$ cat src/verilog/if_bus_pkg.sv
//////////////////////////////////////////////////
// packed structs for the instruction bus
// and for the fetch unit to IF-ID payload
//////////////////////////////////////////////////

package if_bus_pkg;

  //////////////////////////////////////////////////
  // instruction bus
  //////////////////////////////////////////////////

  // host side, address held stable until gnt
  typedef struct packed {
    logic        req;
    logic [31:0] addr;
  } instr_req_t;

  // device side
  // gnt accepts the request, rvalid returns the word
  // err is only meaningful together with rvalid
  typedef struct packed {
    logic        gnt;
    logic        rvalid;
    logic [31:0] rdata;
    logic        err;
  } instr_rsp_t;

  //////////////////////////////////////////////////
  // fetch to ID
  //////////////////////////////////////////////////

  // one fetched word with its address and bus error flag
  // valid stays up until taken or redirected
  typedef struct packed {
    logic        valid;
    logic [31:0] rdata;
    logic [31:0] addr;
    logic        err;
  } fetch_out_t;

endpackage

$ cat src/verilog/if_ctrl_pkg.sv
//////////////////////////////////////////////////
// control encodings for the instruction fetch stage
// next-pc and exception selects, fetch FSM states,
// fixed debug vectors and the pc step
//////////////////////////////////////////////////

package if_ctrl_pkg;

  //////////////////////////////////////////////////
  // selects
  //////////////////////////////////////////////////

  // source of the next fetch address
  typedef enum logic [2:0] {
    PC_BOOT,
    PC_JUMP,
    PC_EXC,
    PC_ERET,
    PC_DRET
  } pc_sel_e;

  // target of an exception, interrupt or debug entry
  typedef enum logic [1:0] {
    EXC_PC_EXC,
    EXC_PC_IRQ,
    EXC_PC_DBD,
    EXC_PC_DBG_EXC
  } exc_pc_sel_e;

  // fetch unit FSM
  typedef enum logic [2:0] {
    IDLE,
    REQ,
    WAIT,
    FLUSH,
    HOLD
  } fetch_state_e;

  //////////////////////////////////////////////////
  // fixed addresses and constants
  //////////////////////////////////////////////////

  // debug module halt and exception entry points
  localparam logic [31:0] DM_HALT_ADDR = 32'h1A11_0800;
  localparam logic [31:0] DM_EXC_ADDR  = 32'h1A11_0808;

  // all internal interrupts share the nmi slot of the vector table
  localparam logic [4:0]  IRQ_NM_VEC   = 5'd31;

  // word fetch only, so the pc always moves by one word
  localparam logic [31:0] INSTR_STEP   = 32'd4;

endpackage

$ cat src/verilog/if_fetch_unit.sv
//////////////////////////////////////////////////
// word fetch FSM on the instruction bus
// one outstanding request, stale response flush,
// holds the fetched word until ID takes it
//////////////////////////////////////////////////

`timescale 1ns/100ps

module if_fetch_unit import if_ctrl_pkg::*, if_bus_pkg::*; (
  input  logic        clk_i,
  input  logic        rst_ni,
  input  logic        redirect_i,
  input  logic [31:0] target_i,
  input  instr_rsp_t  bus_rsp_i,
  input  logic        ready_i,
  output instr_req_t  bus_req_o,
  output fetch_out_t  fetch_o,
  output logic        busy_o
);

  fetch_state_e state_q, state_d;

  // address of the word being requested or held
  logic [31:0]  addr_q, addr_d;

  // captured response
  logic [31:0]  rdata_q, rdata_d;
  logic         err_q, err_d;

  logic         rsp_pending;

  //////////////////////////////////////////////////
  // redirect bookkeeping
  //////////////////////////////////////////////////

  // a response is still owed after this edge when the request
  // is granted now, or when an accepted one has not returned yet
  assign rsp_pending = ((state_q == REQ) & bus_rsp_i.gnt) |
                       (((state_q == WAIT) | (state_q == FLUSH)) & ~bus_rsp_i.rvalid);

  //////////////////////////////////////////////////
  // next state
  //////////////////////////////////////////////////

  always_comb begin
    state_d = state_q;
    addr_d  = addr_q;
    rdata_d = rdata_q;
    err_d   = err_q;

    unique case (state_q)
      // nothing to fetch before the first pc set
      IDLE: begin
        state_d = IDLE;
      end
      // keep req and addr up until granted
      REQ: begin
        if (bus_rsp_i.gnt) begin
          state_d = WAIT;
        end
      end
      // exactly one rvalid follows a grant
      WAIT: begin
        if (bus_rsp_i.rvalid) begin
          rdata_d = bus_rsp_i.rdata;
          err_d   = bus_rsp_i.err;
          state_d = HOLD;
        end
      end
      // swallow the response of the old stream
      FLUSH: begin
        if (bus_rsp_i.rvalid) begin
          state_d = REQ;
        end
      end
      // word on offer, step on once ID takes it
      HOLD: begin
        if (ready_i) begin
          addr_d  = addr_q + INSTR_STEP;
          state_d = REQ;
        end
      end
      default: begin
        state_d = IDLE;
      end
    endcase

    // redirect wins over everything above
    if (redirect_i) begin
      addr_d  = target_i;
      state_d = rsp_pending ? FLUSH : REQ;
    end
  end

  //////////////////////////////////////////////////
  // registers
  //////////////////////////////////////////////////

  always_ff @(posedge clk_i or negedge rst_ni) begin
    if (!rst_ni) begin
      state_q <= IDLE;
      addr_q  <= '0;
      rdata_q <= '0;
      err_q   <= 1'b0;
    end else begin
      state_q <= state_d;
      addr_q  <= addr_d;
      rdata_q <= rdata_d;
      err_q   <= err_d;
    end
  end

  //////////////////////////////////////////////////
  // outputs
  //////////////////////////////////////////////////

  // bus side
  assign bus_req_o.req  = (state_q == REQ);
  assign bus_req_o.addr = addr_q;

  // ID side, the held address is the one that was fetched
  assign fetch_o.valid  = (state_q == HOLD);
  assign fetch_o.rdata  = rdata_q;
  assign fetch_o.addr   = addr_q;
  assign fetch_o.err    = err_q;

  // idle and a parked word both count as not busy
  assign busy_o = (state_q != IDLE) & (state_q != HOLD);

endmodule

$ cat src/verilog/if_id_register.sv
//////////////////////////////////////////////////
// IF-ID pipeline register
// valid and new tracking, fetch error flag,
// sequential pc check with mismatch alert
//////////////////////////////////////////////////

`timescale 1ns/100ps

module if_id_register import if_ctrl_pkg::*, if_bus_pkg::*; (
  input  logic        clk_i,
  input  logic        rst_ni,
  input  fetch_out_t  fetch_i,
  input  logic        id_in_ready_i,
  input  logic        pc_set_i,
  input  logic        instr_valid_clear_i,
  output logic        instr_valid_id_o,
  output logic        instr_new_id_o,
  output logic        instr_fetch_err_o,
  output logic [31:0] instr_rdata_id_o,
  output logic [31:0] pc_id_o,
  output logic        pc_mismatch_alert_o
);

  logic        load;
  logic        valid_q, valid_d;
  logic        new_q;
  logic        seq_q, seq_d;
  logic [31:0] pc_expect;

  // handshake with ID, a pc set squashes the word in flight
  assign load = fetch_i.valid & id_in_ready_i & ~pc_set_i;

  //////////////////////////////////////////////////
  // valid and new
  //////////////////////////////////////////////////

  // set by a load, held until ID clears it
  assign valid_d = load | (valid_q & ~instr_valid_clear_i);

  always_ff @(posedge clk_i or negedge rst_ni) begin
    if (!rst_ni) begin
      valid_q <= 1'b0;
      new_q   <= 1'b0;
    end else begin
      valid_q <= valid_d;
      // single cycle marker for a freshly loaded word
      new_q   <= load;
    end
  end

  assign instr_valid_id_o = valid_q;
  assign instr_new_id_o   = new_q;

  //////////////////////////////////////////////////
  // payload
  //////////////////////////////////////////////////

  always_ff @(posedge clk_i or negedge rst_ni) begin
    if (!rst_ni) begin
      instr_rdata_id_o  <= '0;
      pc_id_o           <= '0;
      instr_fetch_err_o <= 1'b0;
    end else if (load) begin
      instr_rdata_id_o  <= fetch_i.rdata;
      pc_id_o           <= fetch_i.addr;
      instr_fetch_err_o <= fetch_i.err;
    end
  end

  //////////////////////////////////////////////////
  // sequential pc check
  //////////////////////////////////////////////////

  // armed by any load, disarmed by control flow changes
  // and by bus errors, whose recovery path is not sequential
  assign seq_d = (seq_q | load) & ~pc_set_i & ~(fetch_i.valid & fetch_i.err);

  always_ff @(posedge clk_i or negedge rst_ni) begin
    if (!rst_ni) begin
      seq_q <= 1'b0;
    end else begin
      seq_q <= seq_d;
    end
  end

  assign pc_expect = pc_id_o + INSTR_STEP;

  // only words actually on offer are compared
  assign pc_mismatch_alert_o = seq_q & fetch_i.valid & (fetch_i.addr != pc_expect);

endmodule

$ cat src/verilog/if_pc_select.sv
//////////////////////////////////////////////////
// next-pc selection
// exception and interrupt vector, fetch target mux,
// mtvec init request on boot
//////////////////////////////////////////////////

`timescale 1ns/100ps

module if_pc_select import if_ctrl_pkg::*; (
  input  pc_sel_e     pc_mux_i,
  input  logic        pc_set_i,
  input  exc_pc_sel_e exc_pc_mux_i,
  input  logic [4:0]  irq_vec_i,
  input  logic        irq_int_i,
  input  logic [31:0] boot_addr_i,
  input  logic [31:0] branch_target_i,
  input  logic [31:0] csr_mepc_i,
  input  logic [31:0] csr_depc_i,
  input  logic [31:0] csr_mtvec_i,
  output logic [31:0] fetch_target_o,
  output logic        csr_mtvec_init_o
);

  logic [4:0]  irq_vec;
  logic [31:0] exc_pc;
  logic [31:0] next_pc;

  //////////////////////////////////////////////////
  // exception pc
  //////////////////////////////////////////////////

  // internal interrupts are steered onto the nmi slot
  assign irq_vec = irq_int_i ? IRQ_NM_VEC : irq_vec_i;

  always_comb begin
    unique case (exc_pc_mux_i)
      // synchronous traps land on the 256 byte aligned base
      EXC_PC_EXC:     exc_pc = {csr_mtvec_i[31:8], 8'h00};
      // vectored mode, base plus one word per cause
      EXC_PC_IRQ:     exc_pc = {csr_mtvec_i[31:8], 1'b0, irq_vec, 2'b00};
      EXC_PC_DBD:     exc_pc = DM_HALT_ADDR;
      EXC_PC_DBG_EXC: exc_pc = DM_EXC_ADDR;
      default:        exc_pc = {csr_mtvec_i[31:8], 8'h00};
    endcase
  end

  //////////////////////////////////////////////////
  // fetch target
  //////////////////////////////////////////////////

  always_comb begin
    unique case (pc_mux_i)
      PC_BOOT: next_pc = boot_addr_i;
      PC_JUMP: next_pc = branch_target_i;
      PC_EXC:  next_pc = exc_pc;
      // return from trap handler
      PC_ERET: next_pc = csr_mepc_i;
      // return from debug mode
      PC_DRET: next_pc = csr_depc_i;
      default: next_pc = boot_addr_i;
    endcase
  end

  // no compressed support, drop the halfword bits
  assign fetch_target_o = {next_pc[31:2], 2'b00};

  // csr file loads mtvec from the boot address on this pulse
  assign csr_mtvec_init_o = pc_set_i & (pc_mux_i == PC_BOOT);

endmodule

$ cat src/verilog/if_stage.sv
//////////////////////////////////////////////////
// instruction fetch stage top level
// pc selection, fetch unit and IF-ID register
//////////////////////////////////////////////////

`timescale 1ns/100ps

module if_stage import if_ctrl_pkg::*, if_bus_pkg::*; (
  input  logic        clk_i,
  input  logic        rst_ni,

  // next-pc sources and controls
  input  logic [31:0] boot_addr_i,
  input  logic        pc_set_i,
  input  pc_sel_e     pc_mux_i,
  input  exc_pc_sel_e exc_pc_mux_i,
  input  logic [4:0]  irq_vec_i,
  input  logic        irq_int_i,
  input  logic [31:0] branch_target_ex_i,
  input  logic [31:0] csr_mepc_i,
  input  logic [31:0] csr_depc_i,
  input  logic [31:0] csr_mtvec_i,
  output logic [31:0] pc_set_target_o,
  output logic        csr_mtvec_init_o,

  // instruction bus
  output instr_req_t  instr_req_o,
  input  instr_rsp_t  instr_rsp_i,

  // ID side
  input  logic        id_in_ready_i,
  input  logic        instr_valid_clear_i,
  output logic        instr_valid_id_o,
  output logic        instr_new_id_o,
  output logic        instr_fetch_err_o,
  output logic [31:0] instr_rdata_id_o,
  output logic [31:0] pc_id_o,

  // status
  output logic        pc_mismatch_alert_o,
  output logic        if_busy_o
);

  // fetched word on its way to the IF-ID register
  fetch_out_t fetch_out;

  //////////////////////////////////////////////////
  // pc selection
  //////////////////////////////////////////////////

  if_pc_select pc_select_inst (
    .pc_mux_i         (pc_mux_i),
    .pc_set_i         (pc_set_i),
    .exc_pc_mux_i     (exc_pc_mux_i),
    .irq_vec_i        (irq_vec_i),
    .irq_int_i        (irq_int_i),
    .boot_addr_i      (boot_addr_i),
    .branch_target_i  (branch_target_ex_i),
    .csr_mepc_i       (csr_mepc_i),
    .csr_depc_i       (csr_depc_i),
    .csr_mtvec_i      (csr_mtvec_i),
    .fetch_target_o   (pc_set_target_o),
    .csr_mtvec_init_o (csr_mtvec_init_o)
  );

  //////////////////////////////////////////////////
  // fetch and IF-ID
  //////////////////////////////////////////////////

  if_fetch_unit fetch_unit_inst (
    .clk_i      (clk_i),
    .rst_ni     (rst_ni),
    .redirect_i (pc_set_i),
    .target_i   (pc_set_target_o),
    .bus_rsp_i  (instr_rsp_i),
    .ready_i    (id_in_ready_i),
    .bus_req_o  (instr_req_o),
    .fetch_o    (fetch_out),
    .busy_o     (if_busy_o)
  );

  if_id_register id_register_inst (
    .clk_i               (clk_i),
    .rst_ni              (rst_ni),
    .fetch_i             (fetch_out),
    .id_in_ready_i       (id_in_ready_i),
    .pc_set_i            (pc_set_i),
    .instr_valid_clear_i (instr_valid_clear_i),
    .instr_valid_id_o    (instr_valid_id_o),
    .instr_new_id_o      (instr_new_id_o),
    .instr_fetch_err_o   (instr_fetch_err_o),
    .instr_rdata_id_o    (instr_rdata_id_o),
    .pc_id_o             (pc_id_o),
    .pc_mismatch_alert_o (pc_mismatch_alert_o)
  );

endmodule
$ cat config.mk
export PLATFORM = sky130hd
export DESIGN_NAME = if_stage
export DESIGN_NICKNAME = d
export VERILOG_FILES = /design/src/verilog/if_bus_pkg.sv /design/src/verilog/if_ctrl_pkg.sv /design/src/verilog/if_fetch_unit.sv /design/src/verilog/if_id_register.sv /design/src/verilog/if_pc_select.sv /design/src/verilog/if_stage.sv
export SDC_FILE = /design/constraint.sdc
export NUM_CORES = 1
export LEC_CHECK = 0
export ABC_CLOCK_PERIOD_IN_PS = 4900
export BUFFER_PORTS_ARGS = -buffer_cell sky130_fd_sc_hd__buf_2
export CORE_ASPECT_RATIO = 0.9
export CORE_MARGIN = 2
export CORE_UTILIZATION = 50
export DETAILED_ROUTE_END_ITERATION = 7
export GPL_TIMING_DRIVEN = 0
export PLACE_DENSITY = 0.82
export SLEW_MARGIN = 15
export SYNTH_ARGS = -nofsm -noshare
export SYNTH_HDL_FRONTEND = slang
export SYNTH_HIERARCHICAL = 1
export SYNTH_SLANG_ARGS = --single-unit
export TNS_END_PERCENT = 50
$ cat constraint.sdc
create_clock -name clk_i -period 4.9 [get_ports clk_i]
set_input_delay 0.245 -clock clk_i [delete_from_list [all_inputs] [get_ports clk_i]]
set_output_delay 0.245 -clock clk_i [all_outputs]
set_load 0.01 [all_outputs]
# After elaboration in Yosys (flattened, before gate mapping)
# Index checks and enable logic that the tools add are counted.
[totals] mem_count=0 rom_bits=0 register_bits=136 latch_bits=0 ramBits=0 inputBits=211 elab_cells=70
[classes] bitwise_logic=20 eq_ne=17 add_sub_neg=2 shift=0 mul=0 n_lt_le_gt_ge=0 div_mod_pow=0 reduce_logical=8 muxes=13
[op_table] cell="32-bit one-hot mux with 4 select lines" n=2
[op_table] cell="32-bit two-way mux" n=3
[op_table] cell="32-bit by 3-bit adder with 32-bit output, second input constant" n=2
[op_table] cell="32-bit != test" n=1
[op_table] cell="3-bit two-way mux" n=5
[op_table] cell="1-bit AND" n=12
[op_table] cell="3-bit by 2-bit equality test with 1-bit output, second input constant" n=4
[op_table] cell="3-bit != test, second input constant" n=4
[op_table] cell="3-bit one-hot mux with 4 select lines" n=1
[op_table] cell="3-bit by 1-bit equality test with 1-bit output, second input constant" n=2
[op_table] cell="3-bit equality test, second input constant" n=2
[op_table] cell="5-bit two-way mux" n=1
[op_table] cell="2-bit equality test, second input constant" n=2
[op_table] cell="1-bit NOT" n=4
[op_table] cell="1-bit bitwise OR" n=4
[op_table] cell="2-bit AND reduction" n=2
[op_table] cell="4-bit AND reduction" n=1
[op_table] cell="2-bit nonzero test" n=2
[op_table] cell="3-bit logical NOT" n=1
[op_table] cell="3-bit by 2-bit != test with 1-bit output, second input constant" n=1
[op_table] cell="3-bit nonzero test" n=1
[op_table] cell="2-bit by 1-bit equality test with 1-bit output, second input constant" n=1
[op_table] cell="2-bit logical NOT" n=1
[op_table] cell="2-bit two-way mux" n=1

# Logic depth before layout (Yosys ltp)
# Gate-level depths: netlist of the first run.
[logic_depth] depth_word=6 depth_mapped=9 ltp_nobuf=8

# Modules after synthesis
# The synthesis of the first run kept the hierarchy.
[by_module_without_submodules] mod="if_id_register" n_inst=1 area_per_inst_um2=3649.8 cells_each=441 seq_area_each_um2=1701.6
[by_module_without_submodules] mod="if_fetch_unit" n_inst=1 area_per_inst_um2=3437.0 cells_each=326 seq_area_each_um2=1701.6
[by_module_without_submodules] mod="if_pc_select" n_inst=1 area_per_inst_um2=1664.1 cells_each=214 seq_area_each_um2=0.0

# Worst setup path before layout of the first run
# OpenSTA, ideal clock, no wires.
[synth_path] path_type="flip-flop to output port" startpoint="register id_register_inst.pc_id_o[2]" endpoint="output port pc_mismatch_alert_o" setup_slack_ps=2509 arrival_time_ps=2146 path_buffers=0 required_ps=4655 stages_incl_launch_ff=9 cell_sequence="dfrtp_1 > ha_1 > nand3_1 > nor4_4 > nand3_1 > mux2i_1 > o2bb2ai_1 > nor4_1 > a31oi_1"
[synth_via] elab_chain_cells=3
[synth_lines] element="start, declared" line_no="if_id_register.sv:20" source="output logic [31:0] pc_id_o,"
[synth_lines] element="start signal, assigned" line_no="if_id_register.sv:65" source="pc_id_o <= fetch_i.addr;"
[synth_lines] element="32-bit by 3-bit adder with 32-bit output" line_no="if_id_register.sv:86" source="assign pc_expect = pc_id_o + INSTR_STEP;"
[synth_lines] element="32-bit != test" line_no="if_id_register.sv:89" source="assign pc_mismatch_alert_o = seq_q & fetch_i.valid & (fetch_i.addr != pc_expect);"
[synth_lines] element="1-bit AND" line_no="if_id_register.sv:89"
[synth_lines] element="end, declared" line_no="if_stage.sv:40" source="output logic pc_mismatch_alert_o,"
# Every way passes these cells.

# Final worst setup path of the first run
# Ends and elaborated chain as after synthesis.

==> results.md, run 1 <==
* Max Slew Vio Count at 0
* CORE AREA at 17000 µm²
* P_leak at 5.47 nW
* Worst slew margin at 53.5%
* Min Clock Period, post-route at between 3000 and 4000 ps
* Routability Congestion at 0.995
* Top_reg_cell synth: dfrtp_1
* Top Ports at 346
* Pwr Density at roughly 330 nW/µm²
* HP Class: in -> reg
* F_max at approximately 0.28 GHz
* Post-synth EDFFs at 0
* Least-Margin Pin Slew at 696 ps
* Initial Util at between 50% and 60%
* Most frequent cells in the layout: buf_2, nand2_1, dfrtp_1, or4b_1
* Async SR Flop Fraction at 100%
* Yosys reg bits at between 100 and 150
* Peak VDD IR at approximately 250 µV
* Final nets at roughly 1500
* CTS tree: yes
* Max-cap violations at 0
* Die boundary width at 143 µm
* Reg clk slew, reported paths at 60 ps
* Sum Neg Setup Slack at 0 ps
* Mean Syn Cell Area at between 8 and 9 µm²
* HPWL Detailed at 23500 µm
* Tot Pwr at between 3 and 4 mW
* P&R area growth vs syn at 29.7%
* Most common cell after layout, fill and taps aside: buf_2
* Cell area after synthesis at ~8800 µm²
* Gr usage total at between 30 and 40%
* Cell mode on critical path: nand3_1
* Wirelength per Cell at 19.2 µm
* Final Hold Fails at 0
* CP max stage delay at 530 ps
* Crit path buf inv count at 1
* Setup bufs post-CTS at 0
* Final core utilization at 66.7%
* Largest net degree at the start of global routing at 92
* CTS Hold Buffers Added at 2
* Die area at approximately 19000 µm²
* Post-CTS Resized at 0
* Area share of the largest cell type after synthesis at 38.9%
* Outcome: completed
* Cells after synthesis at 981
* Crit-path max FO at 6
* Critical path arrival at 3270 ps
* Vias in the first global route at 8400
* Num CTS Buffers at 17
* Distinct cells, synth at 71
* CP max stage cell: nor4_4
* CTS root buf: clkbuf_16
* Global route overflow at 0
* DR iter-0 viols at 881
* Clock Skews at 9.14 ps
* Clk_lat worst skew at about 420 ps
* DR pass1 iterations at 7
* Synth warn at 6
* DR vias at 9158
* Antenna viol nets, final at 0
* DRC at 0
* Crit path cell chain: ha_1 > nand3_1 > nor4_4 > nand3_1 > xnor2_1 > nand4_1 > nor4_1 > a31oi_1 > buf_2
* Share of cells above drive strength 1 at 35.2%
* Number of port buffers at 326
* First-pass GRT wire length at 46200 µm
* Cell taking the most area after synthesis: dfrtp_1
* Worst Path Required at between 4000 and 5000 ps
* Sequential area share after synthesis at 38.9%
* Die Y at 130 µm
* Worst hold slack at between 40 and 50 ps
* CP delay by family, top: simple AND/OR/NAND/NOR gates
* # diodes at 0
* Clock sink count at 136
* # rows at 45
* Drt via density at 5.80
* CTS H-tree lvls at 4
* Initial antenna violation count at 0
* Total Wirelength at 30400 µm
* RSZ-0062 raised after global routing: false
* Fin crit share at slightly above 70%
* CP Launch Type: flop
* Longest Clk Path Bufs at 2
* Kind of critical path: reg -> out
* Critical Path Sink Type: output pin
* Final Setup Violations at 0
* Synth area leaders: dfrtp_1, nand2_1, or4b_1
[cell type report]
class                   count  area [µm²]
fillers                  1454        5650
inverters                  21        78.8
multi-input cells         726        4660
flip-flops and latches    136        3400
repair buffers            329        1690
clock buffers              19         443
plain buffers              99         608
well taps                 235         294
clock inverters            13         169
[synth_stat cells (all sizes together) (4+ instances only)]
library cell,count
nor2,33
nand2,253
a2bb2oi,22
nand4,20
or4b,45
or4,17
a21oi,15
inv,20
o22a,6
and4,5
xor2,13
nor3b,4
nand2b,5
o21ai,22
nand3b,15
and3,6
a31oi,20
o31ai,15
a211oi,4
nand3,29
or3,5
dfrtp,136
buf,65
xnor2,39
o2111ai,26
nor3,13
a221oi,6
nor4,10
mux2,36
clkbuf,34
[worst paths after layout]
kind / startpoint / endpoint / slack [ps] / cells past startpoint
setup / recovery: id_register_inst/pc_id_o[2] / pc_mismatch_alert_o / 1380 / 9
hold / removal: pc_set_i / id_register_inst/seq_q / 50 / 2
setup reg to reg: fetch_unit_inst/state_q[1] / id_register_inst/instr_rdata_id_o[20] / 2150 / 9
hold reg to reg: fetch_unit_inst/rdata_q[24] / id_register_inst/instr_rdata_id_o[24] / 460 / 2
max in group asynchronous: rst_ni / id_register_inst/pc_id_o[12] / 3830 / 3
min in group asynchronous: rst_ni / id_register_inst/instr_rdata_id_o[3] / 310 / 2
[cell families after synthesis]
logic type               share of synthesized area [%]
other                                           0.0429
XOR/XNOR                                          5.42
multiplexers                                      4.98
flip-flops                                        38.9
AO/OA/AOI/OAI                                     12.8
AND/OR/NAND/NOR                                   29.8
buffers and inverters                             7.85
adder cells (fa/ha/maj)                          0.286
[registers in the layout, indices dropped and copies added (netlist names)]
| name | count |
|---|---|
| fetch_unit_inst/state_q | 3 |
| id_register_inst/pc_id_o | 32 |
| id_register_inst/seq_q | 1 |
| id_register_inst/instr_rdata_id_o | 32 |
| fetch_unit_inst/err_q | 1 |
| id_register_inst/instr_new_id_o | 1 |
| id_register_inst/instr_valid_id_o | 1 |
| fetch_unit_inst/addr_q | 32 |
| id_register_inst/instr_fetch_err_o | 1 |
| fetch_unit_inst/rdata_q | 32 |
[stage by stage]
| step | setup WS (ps) | std cells | area (µm²) |
|---|---|---|---|
| finish | 1380 | 1578 | 11300 |
| global route | 1170 | 1578 | 11300 |
| CTS | 1500 | 1578 | 11300 |
| detailed placement | 1960 | 1544 | 10700 |
| global placement | 1710 | 1543 | 10700 |
| floorplan | 2510 | 982 | 8750 |
[power breakdown]
part           switching (mW)  internal, mW
logic                   0.457         0.452
registers               0.175          1.33
clock network           0.511         0.820
[routing by layer]
metal	part of all wire (%)	wire [µm]	track usage, %	vias to the layer above
li1	-	-	-	4233
met1	43	13000	47.4	4394
met2	45	13700	47.9	479
met3	9.9	2990	7.61	52
met4	2.2	657	8.77	0
met5	0	0	0	-
(Power assumes the default switching activity.)
==> run 2: changes to the inputs <==
--- a/config.mk
+++ b/config.mk
@@ -5,14 +5,14 @@
 export SDC_FILE = /design/constraint.sdc
 export NUM_CORES = 1
 export LEC_CHECK = 0
-export ABC_CLOCK_PERIOD_IN_PS = 4900
+export ABC_CLOCK_PERIOD_IN_PS = 2900
 export BUFFER_PORTS_ARGS = -buffer_cell sky130_fd_sc_hd__buf_2
 export CORE_ASPECT_RATIO = 0.9
 export CORE_MARGIN = 2
-export CORE_UTILIZATION = 50
+export CORE_UTILIZATION = 45
 export DETAILED_ROUTE_END_ITERATION = 7
 export GPL_TIMING_DRIVEN = 0
-export PLACE_DENSITY = 0.82
+export PLACE_DENSITY = 0.78
 export SLEW_MARGIN = 15
 export SYNTH_ARGS = -nofsm -noshare
 export SYNTH_HDL_FRONTEND = slang
==> constraint.sdc (replaced) <==
create_clock -name clk_i -period 2.9 [get_ports clk_i]
set_input_delay 0.145 -clock clk_i [delete_from_list [all_inputs] [get_ports clk_i]]
set_output_delay 0.145 -clock clk_i [all_outputs]
set_load 0.01 [all_outputs]
==> run 2 against run 1 <==
- setup slack lost 1300 ps
- sequential share of layout area shrank 1.6 points
- worst hold slack gained 0.64 ps
- non-clock buffer count grew 51
- critical endpoint unchanged
- register-to-register slack lost 1900 ps
- clock power grew 77%
==> results.md, run 2 (synthesis results as in run 1) <==
* DR pass1 iterations at 5
* Vias in the first global route at 8826
* Worst hold slack at 47.3 ps
* RR Startpoint: fetch_unit_inst/state_q[1]
* Cell area after layout at 12000 µm²
* Final setup margin at 57.6 ps
* HP Class: in -> reg
* Die boundary width at about 150 µm
* Die area at 20600 µm²
* P_leak at approximately 5.8 nW
* CP max stage cell: or4b_1
* Wirelength per Cell at about 20 µm
* Number of port buffers at between 300 and 400
* Antenna viol nets, final at 0
* Peak VDD IR at 463 µV
* Reg clk slew, reported paths at 60 ps
* # diodes at 0
* Crit path cell chain: buf_6 > nand3_4 > or2_4 > or4b_1 > a31oi_2 > o2bb2ai_1 > nor4_1 > a31oi_1 > buf_2
* Final cell count without fillers at 1644
* Total Wirelength at 32000 µm
* Clock sink count at 136
* Tot Pwr at between 6 and 7 mW
* Die Y at between 100 and 150 µm
* Least-Margin Pin Slew at 695 ps
* Hold depth at 3
* Worst Path Required at 2760 ps
* Largest net degree at the start of global routing at just under 90
* CP max stage delay at 500 ps
* Post-DP Area at 10700 µm²
* DRC at 0
* P&R area growth vs syn at 37.6%
* Hold Path Sink: fetch_unit_inst/state_q[1]
* Most frequent cells in the layout: buf_2, nand2_1, dfrtp_1, buf_4, or4b_1
* DR vias at 9290
* Share of cells above drive strength 1 at 36.8%
* Pwr Density at 541 nW/µm²
* Num CTS Buffers at 17
* Critical Path Sink Type: output pin
* Final Setup Violations at 0
* Top Ports at 346
* DR iter-0 viols at 775
* Min Clock Period, post-route at between 2000 and 3000 ps
* Clock Skews at 10.4 ps
* Final Hold Fails at 0
* Kind of critical path: reg -> out
* F_max at 0.352 GHz
* Fin crit share at 98.0%
* Drt via density at 5.65
* Crit-path max FO at 7
* Outcome: completed
* Max Slew Vio Count at 0
* Pre-CTS WS at -14.5 ps
* Most common cell after layout, fill and taps aside: buf_2
* Clk_lat worst skew at 420 ps
* # rows at 48
* Critical R2R Capture: id_register_inst/pc_id_o[25]
* RSZ-0062 raised after global routing: true
* Initial antenna violation count at 0
* Longest Clk Path Bufs at 2
* Routability Congestion at 0.973
* First-pass GRT wire length at slightly below 50000 µm
* CTS tree: yes
* Global route overflow at 0
* Final nets at 1594
* CORE AREA at 19100 µm²
* Worst r2r path cells at 8
* Min-Delay Startpoint: instr_rsp_i[34]
* Worst slew margin at about 53%
* CTS H-tree lvls at 4
* Max-cap violations at 0
* Gr usage total at 30.9%
* Placed cells at 1559
* CP Launch Type: flop
* R2R setup slack at ~290 ps
* Initial Util at ~46%
* HPWL Detailed at 24100 µm
* CTS root buf: clkbuf_16
* Critical path arrival at 2700 ps
[run 2: cell types whose count changed in the layout (fill, tap and decap cells not counted), moves of 3 or more]
cell / previous run / this run
buf_4: 39 / 55
buf_6: 10 / 14
clkbuf_8: 1 / 4
dfrtp_1: 136 / 128
dfrtp_2: 0 / 8
dlygate4sd3_1: 2 / 36
nand3_1: 28 / 25
[run 2: critical path: cells and delay by family (launching register included)]
kind	cells	cell delay (ps)
flops	1	370
simple gates	4	1120
compound gates	3	450
buf+inv	2	330
[run 2: worst max-delay path by stage]
stage | from | endpoint | slack (ps) | depth (start not counted)
CTS | id_register_inst/pc_id_o[4] | pc_mismatch_alert_o | 10 | 8
finish | id_register_inst/pc_id_o[8] | pc_mismatch_alert_o | 60 | 9
detailed placement | id_register_inst/pc_id_o[2] | pc_mismatch_alert_o | -10 | 9
global placement | rst_ni | fetch_unit_inst/addr_q[2] | -220 | 1
global route | id_register_inst/pc_id_o[8] | pc_mismatch_alert_o | -60 | 9
floorplan | id_register_inst/pc_id_o[2] | pc_mismatch_alert_o | 610 | 8
[run 2: metal layers]
layer	wire length, µm	track usage [%]
met5	0	0
met4	697	7.68
met3	3300	8.15
met2	14600	47.6
met1	13400	43.6
[run 2: what timing repair did]
item	CTS	global route
gates resized for setup	12	21
setup endpoints to repair	1	11
endpoints found under the hold margin	84	0
hold buffers	36	0
buffers inserted	4	15
pin swaps	2	14
[run 2: final cells by class]
| class | count | area (µm²) |
|---|---|---|
| plain buffers | 97 | 613 |
| clock buffers | 22 | 484 |
| clock inverters | 10 | 166 |
| fillers | 1680 | 7060 |
| inverters | 21 | 78.8 |
| multi-input cells | 726 | 4780 |
| flip-flops and latches | 136 | 3410 |
| well taps | 250 | 313 |
| repair buffers | 382 | 2190 |
[run 2: through the flow]
step	util [%]	setup TNS [ps]
after detailed placement	56.2	-14.5
after global routing	63.0	-64.7
after CTS	61.9	0
final	63.0	0
after floorplan	-	0
after global placement	56.0	-28830
[run 2: power breakdown]
part           total (mW)  internal (mW)  leakage, nW  switching (mW)
clock                2.35           1.53        0.313           0.816
sequential           2.55           2.25         1.72           0.308
combinational        1.61          0.809         3.73           0.799
total                6.51           4.59         5.76            1.92
==> run 3: changes to the inputs <==
--- a/config.mk
+++ b/config.mk
@@ -7,12 +7,13 @@
 export LEC_CHECK = 0
 export ABC_CLOCK_PERIOD_IN_PS = 2900
 export BUFFER_PORTS_ARGS = -buffer_cell sky130_fd_sc_hd__buf_2
-export CORE_ASPECT_RATIO = 0.9
+export CORE_ASPECT_RATIO = 0.6
 export CORE_MARGIN = 2
 export CORE_UTILIZATION = 45
 export DETAILED_ROUTE_END_ITERATION = 7
 export GPL_TIMING_DRIVEN = 0
 export PLACE_DENSITY = 0.78
+export REMOVE_ABC_BUFFERS = 1
 export SLEW_MARGIN = 15
 export SYNTH_ARGS = -nofsm -noshare
 export SYNTH_HDL_FRONTEND = slang
==> run 3 against run 2 <==
- wire length fell by 8.0%
- non-clock buffer count fell by 79
- fmax increased by 2.1%
- sequential share of layout area up 1.2 points
- clock power down 5%
- die area up 0.17%
- setup slack better by 59 ps
- register-to-register slack hardly changed
==> results.md, run 3 (synthesis results as in run 1) <==
* Outcome: completed
* Final Hold Fails at 0
* Reg clk slew, reported paths at roughly 60 ps
* Met3 Usage GRT at 7.07%
* Crit-path max FO at 6
* Min-Delay Startpoint: instr_rsp_i[34]
* Most common cell after layout, fill and taps aside: buf_2
* CTS tree: yes
* FILL cells at 1666
* Clk pwr share at 35.9%
* P_leak at 5.50 nW
* Pwr Density at 539 nW/µm²
* Die Y at 112 µm
* Die boundary width at 184 µm
* F_max at 0.359 GHz
* Die area at 20600 µm²
* Busiest layer in global routing: met2
* Hold depth at 3
* Hold Path Sink: fetch_unit_inst/state_q[1]
* Wirelength per Cell at 18.9 µm
* CORE AREA at 19000 µm²
* Initial Util at approximately 46%
* Largest net degree at the start of global routing at 99
* Final Setup Violations at 0
* Peak VDD IR at between 400 and 500 µV
* Share of cells above drive strength 1 at 36.4%
* Met2 usage at a little under half
* Final nets at 1515
* CP Launch Type: flop
* DRC at 0
* First-pass GRT wire length at ~45000 µm
* Worst r2r path cells at 4
* Critical R2R Capture: fetch_unit_inst/addr_q[21]
* Routability Congestion at 0.884
* Longest Clk Path Bufs at 2
* Number of port buffers at 327
* Register area at 3420 µm²
* Max Slew Vio Count at 0
* # rows at 39
* Global route overflow at 0
* Clk_lat worst skew at 420 ps
* Max-cap violations at 0
* Comb pwr share at 22.6%
* Worst Path Required at 2760 ps
* HP Class: in -> reg
* Clock Skews at 8.10 ps
* CTS H-tree lvls at 4
* Top Ports at 346
* Critical path arrival at between 2000 and 3000 ps
* # diodes at 0
* HPWL Detailed at 20700 µm
* DR vias at between 8000 and 9000
* Post-DP Area at 10200 µm²
* Total Wirelength at 29400 µm
* Min Clock Period, post-route at approximately 2800 ps
* P&R area growth vs syn at 32.4%
* Drt via density at 5.72
* Num CTS Buffers at 17
* Cell area after layout at 11600 µm²
* DR pass1 iterations at 5
* Worst slew margin at 30.4%
* Fin crit share at 96.0%
* Area of the multi-input gates at 4810 µm²
* R2R setup slack at 290 ps
* Gr usage total at about 28%
* Critical Path Sink Type: output pin
* DR iter-0 viols at 658
* Pint at 4.36 mW
* CTS root buf: clkbuf_16
* Clock sink count at 136
* Most frequent cells in the layout: buf_2, nand2_1, dfrtp_1, or4b_1, xnor2_1
* Vias in the first global route at 8389
* Switching share of power at 30.2%
* Sequential power share at 41.6%
* Least-Margin Pin Slew at 1040 ps
* Antenna viol nets, final at 0
* Net switching power figure at 1.88 mW
* Initial antenna violation count at 0
* RR Startpoint: fetch_unit_inst/addr_q[10]
* Sum Neg Setup Slack at 0 ps
* Kind of critical path: reg -> out
* M1 GR Usage at a little under two fifths
==> run 3: changes by cell type in the layout (fill, tap and decap cells not counted), sizes merged <==
cell	change
clkinv	+1
buf	-46
dlygate4sd3	-1
inv	+1
clkbuf	-33
bufinv	-1
==> run 3: power groups by stage <==
stage	Clock (mW)	Combinational, mW	Sequential [mW]
after global placement	0	1.27	2.59
after floorplan	0	0.716	2.57
after global routing	2.36	1.54	2.64
after CTS	2.27	1.37	2.59
final	2.24	1.41	2.59
after detailed placement	0	1.33	2.62
==> run 3: per-stage QoR <==
stage	setup slack [ps]	hold slack (ps)	cells	utilization, %	power [mW]
after floorplan	-882	-151	883	-	3.28
after global placement	-3360	339	1456	53.0	3.86
after detailed placement	-65.0	41.7	1463	53.8	3.95
after CTS	11.8	7.98	1534	59.3	6.23
after global routing	-10.0	39.3	1561	60.9	6.55
final	116	30.4	1561	60.9	6.24
==> run 3: area by class of cell <==
cell class,instances,share of cell area (%)
multi-input cells,726,41.5
flip-flops and latches,136,29.5
repair buffers,400,20.4
clock buffers,21,3.97
well taps,246,2.66
clock inverters,11,1.26
inverters,21,0.691
==> run 3: how the worst max path moves through the flow <==
stage,depth (start not counted),end,start
after floorplan,5,id_register_inst/pc_id_o[13],fetch_unit_inst/state_q[1]
after global placement,4,id_register_inst/pc_id_o[23],pc_set_i
after detailed placement,9,pc_mismatch_alert_o,id_register_inst/pc_id_o[2]
after CTS,8,pc_mismatch_alert_o,id_register_inst/pc_id_o[6]
final,8,pc_mismatch_alert_o,id_register_inst/pc_id_o[10]
after global routing,8,pc_mismatch_alert_o,id_register_inst/pc_id_o[10]
==> run 3: routing by layer <==
layer | up-vias | wire length (µm) | part of all wire [%]
li1 | 4166 | - | -
met1 | 4325 | 13000 | 44
met2 | 406 | 13600 | 46
met3 | 30 | 2500 | 8.5
met4 | 0 | 358 | 1.2
met5 | - | 0 | 0
==> run 3: what timing repair did <==
item	4_1_cts	5_1_grt
gates resized for setup	18	19
hold buffers	35	0
pin swaps	3	10
setup endpoints to repair	3	1
cloned	0	0
endpoints found under the hold margin	72	0
setup buffers	4	27
==> run 3: critical path, cell delays in order (launching register included) <==
cell     delay, ps
dfrtp_2        430
nand4_4        200
nor4_4         400
buf_4          210
nand3_1        120
o41a_1         410
a21oi_2        160
a31oi_1        100
buf_4          180
